==> config.mk <==
export PLATFORM = sky130hd
export DESIGN_NAME = ps2_keyboard
export DESIGN_NICKNAME = d
export VERILOG_FILES = /design/src/logic/ps2_pkg.sv /design/src/logic/ps2_timer_if.sv /design/src/logic/ps2_timers.sv /design/src/logic/ps2_line_engine.sv /design/src/logic/ps2_scan_result.sv /design/src/logic/ps2_keyboard.sv
export SDC_FILE = /design/constraint.sdc
export NUM_CORES = 1
export LEC_CHECK = 0
export BUFFER_PORTS_ARGS = -buffer_cell sky130_fd_sc_hd__buf_2
export CORE_MARGIN = 2
export CORE_UTILIZATION = 30
export DETAILED_ROUTE_END_ITERATION = 10
export PLACE_DENSITY = 0.49
export SLEW_MARGIN = 20
export SYNTH_ARGS = -nofsm -noshare
export SYNTH_HDL_FRONTEND = slang
export SYNTH_SLANG_ARGS = --single-unit
==> constraint.sdc <==
create_clock -name clk -period 2.6 [get_ports clk]
set_input_delay 0.52 -clock clk [delete_from_list [all_inputs] [get_ports clk]]
set_output_delay 0.52 -clock clk [all_outputs]
set_load 0.01 [all_outputs]
==> src/logic/ps2_pkg.sv <==
// PS/2 keyboard host interface, shared definitions
// holds the clock-derived timer lengths, the frame layout, the release
// prefix code and the line engine state type
`default_nettype none

package ps2_pkg;

  // ---------------------------------------------------------------------------
  // timing, derived from the assumed system clock
  // ---------------------------------------------------------------------------
  localparam int CLK_FREQ_HZ = 10_000_000;

  // 60 us of inhibit, also used as the receive watchdog
  localparam int INHIBIT_CYCLES = (CLK_FREQ_HZ / 1_000_000) * 60;
  // 5 us of settle after a clock edge while the host transmits
  localparam int SETTLE_CYCLES = (CLK_FREQ_HZ / 1_000_000) * 5;

  // counter widths, wide enough to hold the terminal count itself
  localparam int INHIBIT_BITS = $clog2(INHIBIT_CYCLES + 1);
  localparam int SETTLE_BITS = $clog2(SETTLE_CYCLES + 1);

  // ---------------------------------------------------------------------------
  // frame layout and codes
  // ---------------------------------------------------------------------------
  // start bit, eight data bits lsb first, odd parity, stop bit
  localparam int FRAME_BITS = 11;

  // the keyboard sends this before the code of a released key
  localparam logic [7:0] RELEASE_CODE = 8'hF0;

  typedef logic [7:0] scan_code_t;

  // line engine states, receive side first and then the host write sequence
  typedef enum logic [3:0] {
    rx_clk_h, rx_clk_l, rx_fall_mark, rx_rise_mark,
    tx_reset_timer, tx_force_clk_l, tx_first_wait_clk_h, tx_wait_clk_h,
    tx_rise_mark, tx_clk_h, tx_clk_l, tx_wait_ack,
    tx_done_recovery, tx_no_ack
  } line_state_t;

endpackage

`default_nettype wire

==> src/logic/ps2_timer_if.sv <==
// PS/2 keyboard host interface, timer control bundle
// carries the run enables from the line engine to the two timers and the
// done flags back to the engine
`default_nettype none

interface ps2_timer_if;

  // 60 us inhibit / receive watchdog timer
  logic inhibit_en;
  logic inhibit_done;

  // 5 us settle timer, only used while the host transmits
  logic settle_en;
  logic settle_done;

  // line engine side, it runs the timers and watches for expiry
  modport engine (
    output inhibit_en,
    output settle_en,
    input  inhibit_done,
    input  settle_done
  );

  // timer side
  modport timer (
    input  inhibit_en,
    input  settle_en,
    output inhibit_done,
    output settle_done
  );

endinterface

`default_nettype wire

==> src/logic/ps2_timers.sv <==
// PS/2 keyboard host interface, interval timers
// two saturating counters, the 60 us inhibit/watchdog timer and the 5 us
// settle timer, each held at zero while its enable is low
`default_nettype none

module ps2_timers
  import ps2_pkg::*;
(
  input  logic       clk,
  input  logic       reset,
  ps2_timer_if.timer tmr
);

  logic [INHIBIT_BITS-1:0] inhibit_cnt_q;
  logic [SETTLE_BITS-1:0]  settle_cnt_q;

  // done stays up for as long as the enable is held once the count is reached
  assign tmr.inhibit_done = (inhibit_cnt_q == INHIBIT_BITS'(INHIBIT_CYCLES));
  assign tmr.settle_done  = (settle_cnt_q == SETTLE_BITS'(SETTLE_CYCLES));

  // ---------------------------------------------------------------------------
  // inhibit / watchdog counter
  // ---------------------------------------------------------------------------
  always_ff @(posedge clk or posedge reset)
  begin
    if (reset)
      inhibit_cnt_q <= '0;
    else if (!tmr.inhibit_en)
      inhibit_cnt_q <= '0;
    // saturate at the terminal count so done does not wrap away
    else if (!tmr.inhibit_done)
      inhibit_cnt_q <= inhibit_cnt_q + 1'b1;
  end

  // ---------------------------------------------------------------------------
  // settle counter
  // ---------------------------------------------------------------------------
  always_ff @(posedge clk or posedge reset)
  begin
    if (reset)
      settle_cnt_q <= '0;
    else if (!tmr.settle_en)
      settle_cnt_q <= '0;
    else if (!tmr.settle_done)
      settle_cnt_q <= settle_cnt_q + 1'b1;
  end

  // a state that drops the enable for one cycle must restart the interval
  a_inhibit_restart: assert property (@(posedge clk) disable iff (reset)
    !tmr.inhibit_en |=> !tmr.inhibit_done)
    else $error("inhibit done without a fresh interval");

  a_settle_restart: assert property (@(posedge clk) disable iff (reset)
    !tmr.settle_en |=> !tmr.settle_done)
    else $error("settle done without a fresh interval");

endmodule

`default_nettype wire

==> src/logic/ps2_line_engine.sv <==
// PS/2 keyboard host interface, line engine
// synchronizes the PS/2 clock and data lines, follows the keyboard clock
// to shift in received frames and shift out host command bytes, and
// drives both lines through open-collector enables
`default_nettype none

module ps2_line_engine
  import ps2_pkg::*;
(
  input  logic        clk,
  input  logic        reset,
  input  logic        ps2_clk_i,
  input  logic        ps2_data_i,
  input  logic        tx_write_i,
  input  scan_code_t  tx_data_i,
  output logic        ps2_clk_en_o,
  output logic        ps2_data_en_o,
  output logic        tx_write_ack_o,
  output logic        tx_error_o,
  output logic        frame_done_o,
  output scan_code_t  frame_code_o,
  ps2_timer_if.engine tmr
);

  logic clk_meta_q;
  logic data_meta_q;
  logic clk_s_q;
  logic data_s_q;

  line_state_t state_q;
  line_state_t state_d;

  logic [3:0]            bit_count_q;
  logic [FRAME_BITS-1:0] shift_q;
  logic                  shift_en;
  logic                  tx_last_bit;
  logic                  watchdog_clear;

  // ---------------------------------------------------------------------------
  // input synchronizers
  // ---------------------------------------------------------------------------
  // idle lines are pulled up, so the flops come out of reset high
  always_ff @(posedge clk or posedge reset)
  begin
    if (reset)
    begin
      clk_meta_q  <= 1'b1;
      data_meta_q <= 1'b1;
      clk_s_q     <= 1'b1;
      data_s_q    <= 1'b1;
    end
    else
    begin
      clk_meta_q  <= ps2_clk_i;
      data_meta_q <= ps2_data_i;
      clk_s_q     <= clk_meta_q;
      data_s_q    <= data_meta_q;
    end
  end

  // ---------------------------------------------------------------------------
  // line state machine
  // ---------------------------------------------------------------------------
  always_ff @(posedge clk or posedge reset)
  begin
    if (reset)
      state_q <= rx_clk_h;
    else
      state_q <= state_d;
  end

  always_comb
  begin
    // lines released and both timers idle unless a state says otherwise
    state_d        = state_q;
    ps2_clk_en_o   = 1'b1;
    ps2_data_en_o  = 1'b1;
    tmr.inhibit_en = 1'b0;
    tmr.settle_en  = 1'b0;
    case (state_q)
      // receive idle or mid-frame; the inhibit timer runs as the watchdog
      rx_clk_h:
      begin
        tmr.inhibit_en = 1'b1;
        if (tx_write_i)
          state_d = tx_reset_timer;
        else if (!clk_s_q)
          state_d = rx_fall_mark;
      end
      rx_clk_l:
      begin
        tmr.inhibit_en = 1'b1;
        if (tx_write_i)
          state_d = tx_reset_timer;
        else if (clk_s_q)
          state_d = rx_rise_mark;
      end
      // one-cycle markers, the fall marker samples the data line
      rx_fall_mark: state_d = rx_clk_l;
      rx_rise_mark: state_d = rx_clk_h;
      // one cycle with the inhibit timer off so it restarts from zero
      tx_reset_timer: state_d = tx_force_clk_l;
      // hold the clock low for the full inhibit time
      tx_force_clk_l:
      begin
        tmr.inhibit_en = 1'b1;
        ps2_clk_en_o   = 1'b0;
        if (tmr.inhibit_done)
          state_d = tx_first_wait_clk_h;
      end
      // request to send, start bit on the data line and clock released
      tx_first_wait_clk_h:
      begin
        tmr.settle_en = 1'b1;
        ps2_data_en_o = 1'b0;
        if (!clk_s_q && tmr.settle_done)
          state_d = tx_clk_l;
      end
      // wait out the settle time after the keyboard raises its clock
      tx_wait_clk_h:
      begin
        tmr.settle_en = 1'b1;
        ps2_data_en_o = shift_q[0];
        if (clk_s_q && tmr.settle_done)
          state_d = tx_rise_mark;
      end
      tx_rise_mark:
      begin
        ps2_data_en_o = shift_q[0];
        state_d       = tx_clk_h;
      end
      tx_clk_h:
      begin
        ps2_data_en_o = shift_q[0];
        if (tx_last_bit)
          state_d = tx_wait_ack;
        else if (!clk_s_q)
          state_d = tx_clk_l;
      end
      tx_clk_l:
      begin
        ps2_data_en_o = shift_q[0];
        if (clk_s_q)
          state_d = tx_wait_clk_h;
      end
      // data line released; the keyboard pulls data low on a falling clock
      tx_wait_ack:
      begin
        if (!clk_s_q && data_s_q)
          state_d = tx_no_ack;
        else if (!clk_s_q && !data_s_q)
          state_d = tx_done_recovery;
      end
      // both recovery states wait for the keyboard to let go of the lines
      tx_done_recovery, tx_no_ack:
      begin
        if (clk_s_q && data_s_q)
          state_d = rx_clk_h;
      end
      default: state_d = rx_clk_h;
    endcase
  end

  assign tx_error_o = (state_q == tx_no_ack);

  // the write is taken only between bits of a receive, never mid-transmit
  assign tx_write_ack_o = tx_write_i && ((state_q == rx_clk_h) || (state_q == rx_clk_l));

  // ---------------------------------------------------------------------------
  // bit counter and shift register
  // ---------------------------------------------------------------------------
  assign shift_en       = (state_q == rx_fall_mark) || (state_q == tx_rise_mark);
  assign tx_last_bit    = (bit_count_q == 4'(FRAME_BITS - 1));
  assign frame_done_o   = (bit_count_q == 4'(FRAME_BITS));
  assign frame_code_o   = shift_q[8:1];
  // a clock parked high past the watchdog time ends a partial frame
  assign watchdog_clear = tmr.inhibit_done && (state_q == rx_clk_h) && clk_s_q;

  always_ff @(posedge clk or posedge reset)
  begin
    if (reset)
      bit_count_q <= '0;
    else if (frame_done_o || (state_q == tx_wait_ack) || watchdog_clear)
      bit_count_q <= '0;
    else if (shift_en)
      bit_count_q <= bit_count_q + 4'd1;
  end

  // loaded lsb first as start, data, odd parity, stop
  always_ff @(posedge clk)
  begin
    if (tx_write_ack_o)
      shift_q <= {1'b1, ~^tx_data_i, tx_data_i, 1'b0};
    else if (shift_en)
      shift_q <= {data_s_q, shift_q[FRAME_BITS-1:1]};
  end

  // the keyboard stays inhibited for the full 60 us before the clock is let go
  a_clk_low_inhibit: assert property (@(posedge clk) disable iff (reset)
    $rose(ps2_clk_en_o) |-> $past(!ps2_clk_en_o, INHIBIT_CYCLES))
    else $error("clock line released before the inhibit time ran out");

  a_frame_done_pulse: assert property (@(posedge clk) disable iff (reset)
    frame_done_o |=> !frame_done_o)
    else $error("frame done held for more than one cycle");

endmodule

`default_nettype wire

==> src/logic/ps2_scan_result.sv <==
// PS/2 keyboard host interface, scan code result stage
// folds the release prefix into a flag on the next code, registers the
// code for the host and keeps ready up until the host reads it
`default_nettype none

module ps2_scan_result
  import ps2_pkg::*;
(
  input  logic       clk,
  input  logic       reset,
  input  logic       frame_done_i,
  input  scan_code_t frame_code_i,
  input  logic       translate_i,
  input  logic       rx_read_i,
  output logic       rx_released_o,
  output scan_code_t rx_scan_code_o,
  output logic       rx_data_ready_o
);

  logic is_prefix;
  logic code_strobe;
  logic hold_released_q;

  // the prefix is only swallowed while translation is on
  assign is_prefix   = frame_done_i && translate_i && (frame_code_i == RELEASE_CODE);
  assign code_strobe = frame_done_i && !is_prefix;

  // ---------------------------------------------------------------------------
  // release flag and ready level
  // ---------------------------------------------------------------------------
  always_ff @(posedge clk or posedge reset)
  begin
    if (reset)
    begin
      hold_released_q <= 1'b0;
      rx_released_o   <= 1'b0;
      rx_data_ready_o <= 1'b0;
    end
    else
    begin
      if (code_strobe)
      begin
        // the held flag goes out with this code and the hold starts over
        rx_released_o   <= hold_released_q;
        hold_released_q <= 1'b0;
      end
      else if (is_prefix)
        hold_released_q <= 1'b1;

      // a new code wins over a read in the same cycle
      if (code_strobe)
        rx_data_ready_o <= 1'b1;
      else if (rx_read_i)
        rx_data_ready_o <= 1'b0;
    end
  end

  // ---------------------------------------------------------------------------
  // scan code register
  // ---------------------------------------------------------------------------
  // overwritten by each new code, whether or not the last one was read
  always_ff @(posedge clk)
  begin
    if (code_strobe)
      rx_scan_code_o <= frame_code_i;
  end

  a_ready_after_code: assert property (@(posedge clk) disable iff (reset)
    $rose(rx_data_ready_o) |-> $past(code_strobe))
    else $error("ready raised without a completed non-prefix frame");

endmodule

`default_nettype wire

==> src/logic/ps2_keyboard.sv <==
// PS/2 keyboard host interface, top level
// receives scan codes from the keyboard and sends host command bytes,
// with open-collector enables for the clock and data lines
// the line engine runs the wire protocol, the timers give the 60 us and
// 5 us intervals and the result stage presents codes to the host
`default_nettype none

module ps2_keyboard
  import ps2_pkg::*;
(
  input  logic       clk,
  input  logic       reset,
  input  logic       ps2_clk_i,
  input  logic       ps2_data_i,
  input  logic       rx_read_i,
  input  logic       translate_i,
  input  logic       tx_write_i,
  input  scan_code_t tx_data_i,
  output logic       ps2_clk_en_o,
  output logic       ps2_data_en_o,
  output logic       rx_released_o,
  output scan_code_t rx_scan_code_o,
  output logic       rx_data_ready_o,
  output logic       tx_write_ack_o,
  output logic       tx_error_o
);

  logic       frame_done;
  scan_code_t frame_code;

  // timer enables and done flags between the engine and the timers
  ps2_timer_if u_timer_if ();

  ps2_line_engine u_line_engine (
    .clk            (clk),
    .reset          (reset),
    .ps2_clk_i      (ps2_clk_i),
    .ps2_data_i     (ps2_data_i),
    .tx_write_i     (tx_write_i),
    .tx_data_i      (tx_data_i),
    .ps2_clk_en_o   (ps2_clk_en_o),
    .ps2_data_en_o  (ps2_data_en_o),
    .tx_write_ack_o (tx_write_ack_o),
    .tx_error_o     (tx_error_o),
    .frame_done_o   (frame_done),
    .frame_code_o   (frame_code),
    .tmr            (u_timer_if)
  );

  ps2_timers u_timers (
    .clk   (clk),
    .reset (reset),
    .tmr   (u_timer_if)
  );

  ps2_scan_result u_scan_result (
    .clk             (clk),
    .reset           (reset),
    .frame_done_i    (frame_done),
    .frame_code_i    (frame_code),
    .translate_i     (translate_i),
    .rx_read_i       (rx_read_i),
    .rx_released_o   (rx_released_o),
    .rx_scan_code_o  (rx_scan_code_o),
    .rx_data_ready_o (rx_data_ready_o)
  );

endmodule

`default_nettype wire

# After elaboration in Yosys (flattened, before gate mapping)
# Cells that the tools add are included.
# totals
regBits,50
inputBits,15
out_inout_bits,14
wordCells,104
# op_classes
add_sub_neg,3
eq_ne,28
n_mux,30
n_reduce_logical,29
# op_table
op,n
$mux 4,15
$pmux 4 s12,1
$mux 10,4
$eq 4x4->1 const B,8
$eq 4x3->1 const B,4
$mux 6,2
$logic_and 1x1->1,11
$add 10x1->10 const B,1
$eq 10x10->1 const B,1
$ne 2x1->1 const B,5
$reduce_and 9->1,1
$eq 8x8->1 const B,1
$reduce_bool 2->1,4
$reduce_xnor 8->1,1
$mux 1,7
$add 6x1->6 const B,1
$eq 6x6->1 const B,1
$ne 3x3->1 const B,2
$add 4x1->4 const B,1
$eq 4x1->1 const B,1
$eq 4x2->1 const B,1
$logic_not 4->1,1
$logic_or 1x1->1,4
$ne 2x2->1 const B,2
7 further kinds,10

# Logic depth before layout (Yosys ltp)
# depth
ltp_word,6
mapped_depth,7
mapped_depth_nobuf,7

# Hierarchy
# Synthesis repeated with hierarchy kept, for this count alone.
# hier_totals
hier_cells,240
area_unflattened_um2,2646.3
# by_module_without_submodules
module,n_inst,cells_each,area_per_inst_um2,seq_area_each_um2
ps2_line_engine,1,135,1412.6,615.6
ps2_timers,1,85,848.3,400.4
ps2_scan_result,1,20,385.4,315.3

# Worst setup path before layout
# Ideal clock, no wire load.
# synth_timing
path_kind,register -> register
startpoint,register u_timers.inhibit_cnt_q[0]
endpoint,register u_line_engine.state_q[2]
setup_time_ns,0.139
arrival_time_ns,1.676
t_required_ns,2.461
slack_ns,0.785
path_stages_with_launch,8
n_path_buf,0
synth_period_minus_slack_ns,1.815
cell_sequence,dfrtp_1 -> inv_1 -> ha_1 -> nor3b_1 -> nand4_1 -> o2111a_1 -> a2111oi_1 -> a211oi_1
# synth_via
elab_chain_len,3
# synth_lines
item,line,rtl
from (decl),ps2_timers.sv:14,logic [INHIBIT_BITS-1:0] inhibit_cnt_q;
from (signal assigned),ps2_timers.sv:32,inhibit_cnt_q <= inhibit_cnt_q + 1'b1;
$eq 10x10->1,ps2_timers.sv:18,assign tmr.inhibit_done = (inhibit_cnt_q == INHIBIT_BITS'(INHIBIT_CYCLES));
$ne 2x1->1 (no source line),n/a,
$reduce_and 9->1 (no source line),n/a,
to (signal assigned),ps2_line_engine.sv:67,state_q <= rx_clk_h;
to (signal assigned),ps2_line_engine.sv:69,state_q <= state_d;
to (decl),ps2_line_engine.sv:30,line_state_t state_q;
# Every way passes these cells.
# A chain may end at the register's enable or synchronous reset.

# Worst setup path in the final report
# layout_timing
startpoint,register u_line_engine.state_q[1]
endpoint,output tx_write_ack_o
# layout_via
elab_chain_len,3
word_cells_on_any_way,4
classes_between,1 x eq/ne; 3 x reduce/logical
# layout_lines
item,line,rtl
$eq 4x1->1 / $logic_not 4->1 (equally long branches),ps2_line_engine.sv:167,assign tx_write_ack_o = tx_write_i && ((state_q == rx_clk_h) || (state_q == rx_clk_l));
$logic_or 1x1->1 (*),ps2_line_engine.sv:167,
$logic_and 1x1->1 (*),ps2_line_engine.sv:167,
to (decl),ps2_keyboard.sv:24,"output logic tx_write_ack_o,"
# Mark *: on every way between the ends. The rest lies on a longest branch, timed or not.

==> results.md <==
* Post-Syn Area at 0.00247 mm^2
* Asr flop ratio synth at 0.620
* Commonest non-fill, non-tap cells in the layout: sky130_fd_sc_hd__nor2_1 (28), sky130_fd_sc_hd__buf_2 (28), sky130_fd_sc_hd__dfrtp_1 (27)
* Worst skew pair latency at 0.30 ns
* Maximum frequency from static timing analysis at 0.414 GHz
* Outcome: completed
* Power share of the combinational group at 0.325
* GR peak layer: met2
* Peak supply drop at 0.000288 V
* Mux share of post-synthesis cell area at 0.0126
* Critical path launch point type: flip-flop
* Final Setup Violations at 0
* Max Root-Sink Buffers at 2
* Dominant combinational cell family by area after synthesis: simple AND/OR/NAND/NOR gates
* Fillers at 861
* Synthesized-area fraction occupied by xor and xnor cells at 0.0885
* Peak fanout along the critical path at 21
* Flip-flop and latch count after synthesis at 50
* I/O Buffers at 28
* Global-route met2 utilization at 0.193
* Multi-input logic area at 0.00107 mm^2
* Internal reg-to-reg setup slack at 0.45 ns
* Root buffer cell: sky130_fd_sc_hd__clkbuf_8
* Final Slew Violations at 0
* Die H at 94.8 um
* Largest net degree at the start of global routing at 32
* Number of buffers inserted during clock tree synthesis at 5
* Synth Area in Compound Gates at 0.123
* Clock network fraction of design power at 0.203
* Final-report hold violation count at 0
* Flop pwr share at 0.472
* Average wire per cell in the routed design at 13.5 um
* Total die area at 0.00899 mm^2
* Crit path cell chain: nor3_1 > and2_1 > buf_2
* Critical path arrival at 1.89 ns
* Unrepaired setup endpoints after global routing: no
* HPWL after DPL at 3380 um
* Number of antenna violations at the first check in global routing at 0
* EDFF count, synth at 17
* Met3 Track Usage GR at 0.0287
* Power after layout at 0.00276 W
* Cell type of the slowest stage on the worst timing path: sky130_fd_sc_hd__dfrtp_1
* Sinks on Clock Net at 50
* Path type of the worst min-delay path: in -> async
* Post-placement worst setup slack at 0.481 ns
* First-pass GRT wire length at 8110 um
* # diodes at 0
* Dpl cell area at 0.00273 mm^2
* Largest clock skew in the final design at 0.00501 ns
* Post-detailed-route via-to-cell ratio at 4.89
* Psw at 0.000980 W
* Overall routed net length at 4830 um
* Most used flip-flop cell after synthesis: sky130_fd_sc_hd__dfrtp_1
* Relative max-transition margin at 0.509
* Final critical-path share of the clock period at 0.929
* Met1 layer usage reported by global route at 0.148
* Routed via count at 1744
* Pwr per Cell Area at 971 mW/mm^2
* Critical register-to-register path endpoint: u_line_engine.state_q[2]$_DFFE_PP0P_
* Sequential area share after synthesis at 0.538
* Sum of overflow across all layers after global routing at 0
* # H-tree levels at 2
* Antenna-violating nets left at 0
* Clock transition at the registers of the reported paths at 0.09 ns
* Least-Margin Pin Slew at 0.732 ns
* Setup TNS at 0 ns
* Post-synthesis simple-gate area fraction at 0.177
* Signed area change from the synthesized netlist to the final layout at 15.0%
* Fin area at 0.00285 mm^2
* Placeable core region at 0.00809 mm^2
* FF/Latch Area at 0.00133 mm^2
* Min Clock Period, post-route at 2.41 ns
* Worst reg2reg path depth at 5
* Number of placement rows at 33
* Yosys top cell by area: sky130_fd_sc_hd__dfrtp_1
* Total of hold buffers inserted after clock tree synthesis at 0
* Crit end category: output port
* Post-synth top area share at 0.273
* Launch instance of the worst register-to-register path: u_line_engine.state_q[1]$_DFFE_PP0P_
* CTS tree: yes
* Unique masters post-synth at 53
* Smallest setup slack after layout at 0.186 ns
* Utilization after layout at 0.352
* Worst setup path class: reg -> out
* Post-Syn Nets at 241
* Number of DRC violations after detailed routing at 0
* Number of global-route vias before repair at 1698
* Number of gates resized after CTS at 0
* Number of buffers inserted by post-CTS setup repair at 0
* Switching share of total power at 0.355
* Internal power at 0.00178 W
* Starting density of the core at 0.306
* Fraction of layout cells with a size suffix above 1 at 0.194
* Overall Global Routing Usage at 0.116
* First drt pass iteration count at 4
* Number of max-capacitance violations reported at 0
* Ports at 29
* Initial drt markers at 61
* Adder-cell share of the synthesized area at 0.0303
* # nets final at 272
* Cell count after synthesis at 220
* Main area contributors after synthesis: sky130_fd_sc_hd__dfrtp_1 (27%), sky130_fd_sc_hd__edfxtp_1 (21%), sky130_fd_sc_hd__xnor2_1 (5.7%)
* Routability cong. at 0.815
* LEAKAGE at 1.17 nW
* Data required time at the worst endpoint at 2.08 ns
* Largest stage delay on the critical path at 0.62 ns
* Avg Synthesized Cell Area at 11.2 um^2
* Chip Width at 94.8 um
* Syn. warnings at 0
==> area by class of cell <==
class,count,area share
flip-flops and latches,50,0.468
multi-input cells,153,0.375
repair buffers,31,0.0572
well taps,105,0.0462
clock buffers,7,0.0303
inverters,10,0.0132
clock inverters,1,0.0106
==> metal layers <==
| metal | wire length, um | vias up |
|---|---|---|
| li1 | - | 848 |
| met1 | 2350 | 846 |
| met2 | 2200 | 40 |
| met3 | 195 | 10 |
| met4 | 82 | 0 |
| met5 | 0 | - |
==> worst max path at each step <==
stage                                                      from                                    to  slack [ns]  depth (start not counted)
after floorplan           u_timers.inhibit_cnt_q[0]$_DFFE_PP0P_  u_line_engine.state_q[2]$_DFFE_PP0P_        0.79                          7
final                      u_line_engine.state_q[1]$_DFFE_PP0P_                        tx_write_ack_o        0.19                          3
after detailed placement   u_line_engine.state_q[1]$_DFFE_PP0P_  u_line_engine.state_q[2]$_DFFE_PP0P_        0.48                          5
after global placement     u_line_engine.state_q[1]$_DFFE_PP0P_                        tx_write_ack_o        0.53                          3
after global routing       u_line_engine.state_q[1]$_DFFE_PP0P_                        tx_write_ack_o        0.04                          3
after CTS                  u_line_engine.state_q[1]$_DFFE_PP0P_                        tx_write_ack_o        0.17                          3
==> stage by stage <==
step	hold slack, ns	instances
final	0.290	357
after global routing	0.295	357
after CTS	0.298	357
after detailed placement	0.347	349
after global placement	0.346	349
after floorplan	0.345	220
==> state kept, by name (all words and copies together) (netlist names) <==
name,count
u_line_engine.bit_count_q,4
u_line_engine.state_q,4
u_scan_result.rx_scan_code_o,8
u_timers.inhibit_cnt_q,10
u_line_engine.clk_s_q,1
u_line_engine.data_s_q,1
u_line_engine.shift_q,11
u_scan_result.hold_released_q,1
u_scan_result.rx_data_ready_o,1
u_timers.settle_cnt_q,6
u_line_engine.clk_meta_q,1
u_line_engine.data_meta_q,1
u_scan_result.rx_released_o,1
==> cell families (layout without fill, tap and decap cells) <==
group,Yosys count,in the layout
XOR/XNOR,25,25
AO/OA/AOI/OAI,39,39
buffers and inverters,17,49
flip-flops,50,50
multiplexers,3,3
adder cells (fa/ha/maj),6,6
AND/OR/NAND/NOR,80,80
==> synthesized netlist by cell type (2+ instances only) <==
| cell | number |
|---|---|
| sky130_fd_sc_hd__a211oi_1 | 3 |
| sky130_fd_sc_hd__a21oi_1 | 5 |
| sky130_fd_sc_hd__a22o_1 | 9 |
| sky130_fd_sc_hd__a22oi_1 | 2 |
| sky130_fd_sc_hd__and2_1 | 2 |
| sky130_fd_sc_hd__and3_1 | 3 |
| sky130_fd_sc_hd__and3b_1 | 2 |
| sky130_fd_sc_hd__buf_2 | 4 |
| sky130_fd_sc_hd__clkbuf_1 | 2 |
| sky130_fd_sc_hd__dfrtp_1 | 27 |
| sky130_fd_sc_hd__dfstp_2 | 4 |
| sky130_fd_sc_hd__dfxtp_1 | 2 |
| sky130_fd_sc_hd__edfxtp_1 | 17 |
| sky130_fd_sc_hd__ha_1 | 6 |
| sky130_fd_sc_hd__inv_1 | 10 |
| sky130_fd_sc_hd__mux2i_1 | 2 |
| sky130_fd_sc_hd__nand2_1 | 6 |
| sky130_fd_sc_hd__nand3_1 | 11 |
| sky130_fd_sc_hd__nand3b_1 | 3 |
| sky130_fd_sc_hd__nand4_1 | 3 |
| sky130_fd_sc_hd__nor2_1 | 28 |
| sky130_fd_sc_hd__nor2b_1 | 3 |
| sky130_fd_sc_hd__nor3_1 | 4 |
| sky130_fd_sc_hd__nor3b_1 | 3 |
| sky130_fd_sc_hd__o21ai_0 | 6 |
| sky130_fd_sc_hd__o21ai_1 | 3 |
| sky130_fd_sc_hd__xnor2_1 | 16 |
| sky130_fd_sc_hd__xor2_1 | 9 |
==> worst max-delay path, delay by kind of cell (launching register included) <==
family	cells	cell delay, ns
buffers and inverters	1	0.22
and+or+nand+nor	2	0.76
DFF	1	0.62
==> power groups by stage <==
stage / sequential, W / combinational (W) / clock [W]
2_1_floorplan: 0.00120 / 0.000792 / 0
3_3_place_gp: 0.00132 / 0.000898 / 0
3_5_place_dp: 0.00132 / 0.000907 / 0
4_1_cts: 0.00130 / 0.000914 / 0.000586
5_1_grt: 0.00134 / 0.00101 / 0.000610
6_report: 0.00131 / 0.000897 / 0.000561
Power figures use the tool's default switching activity.
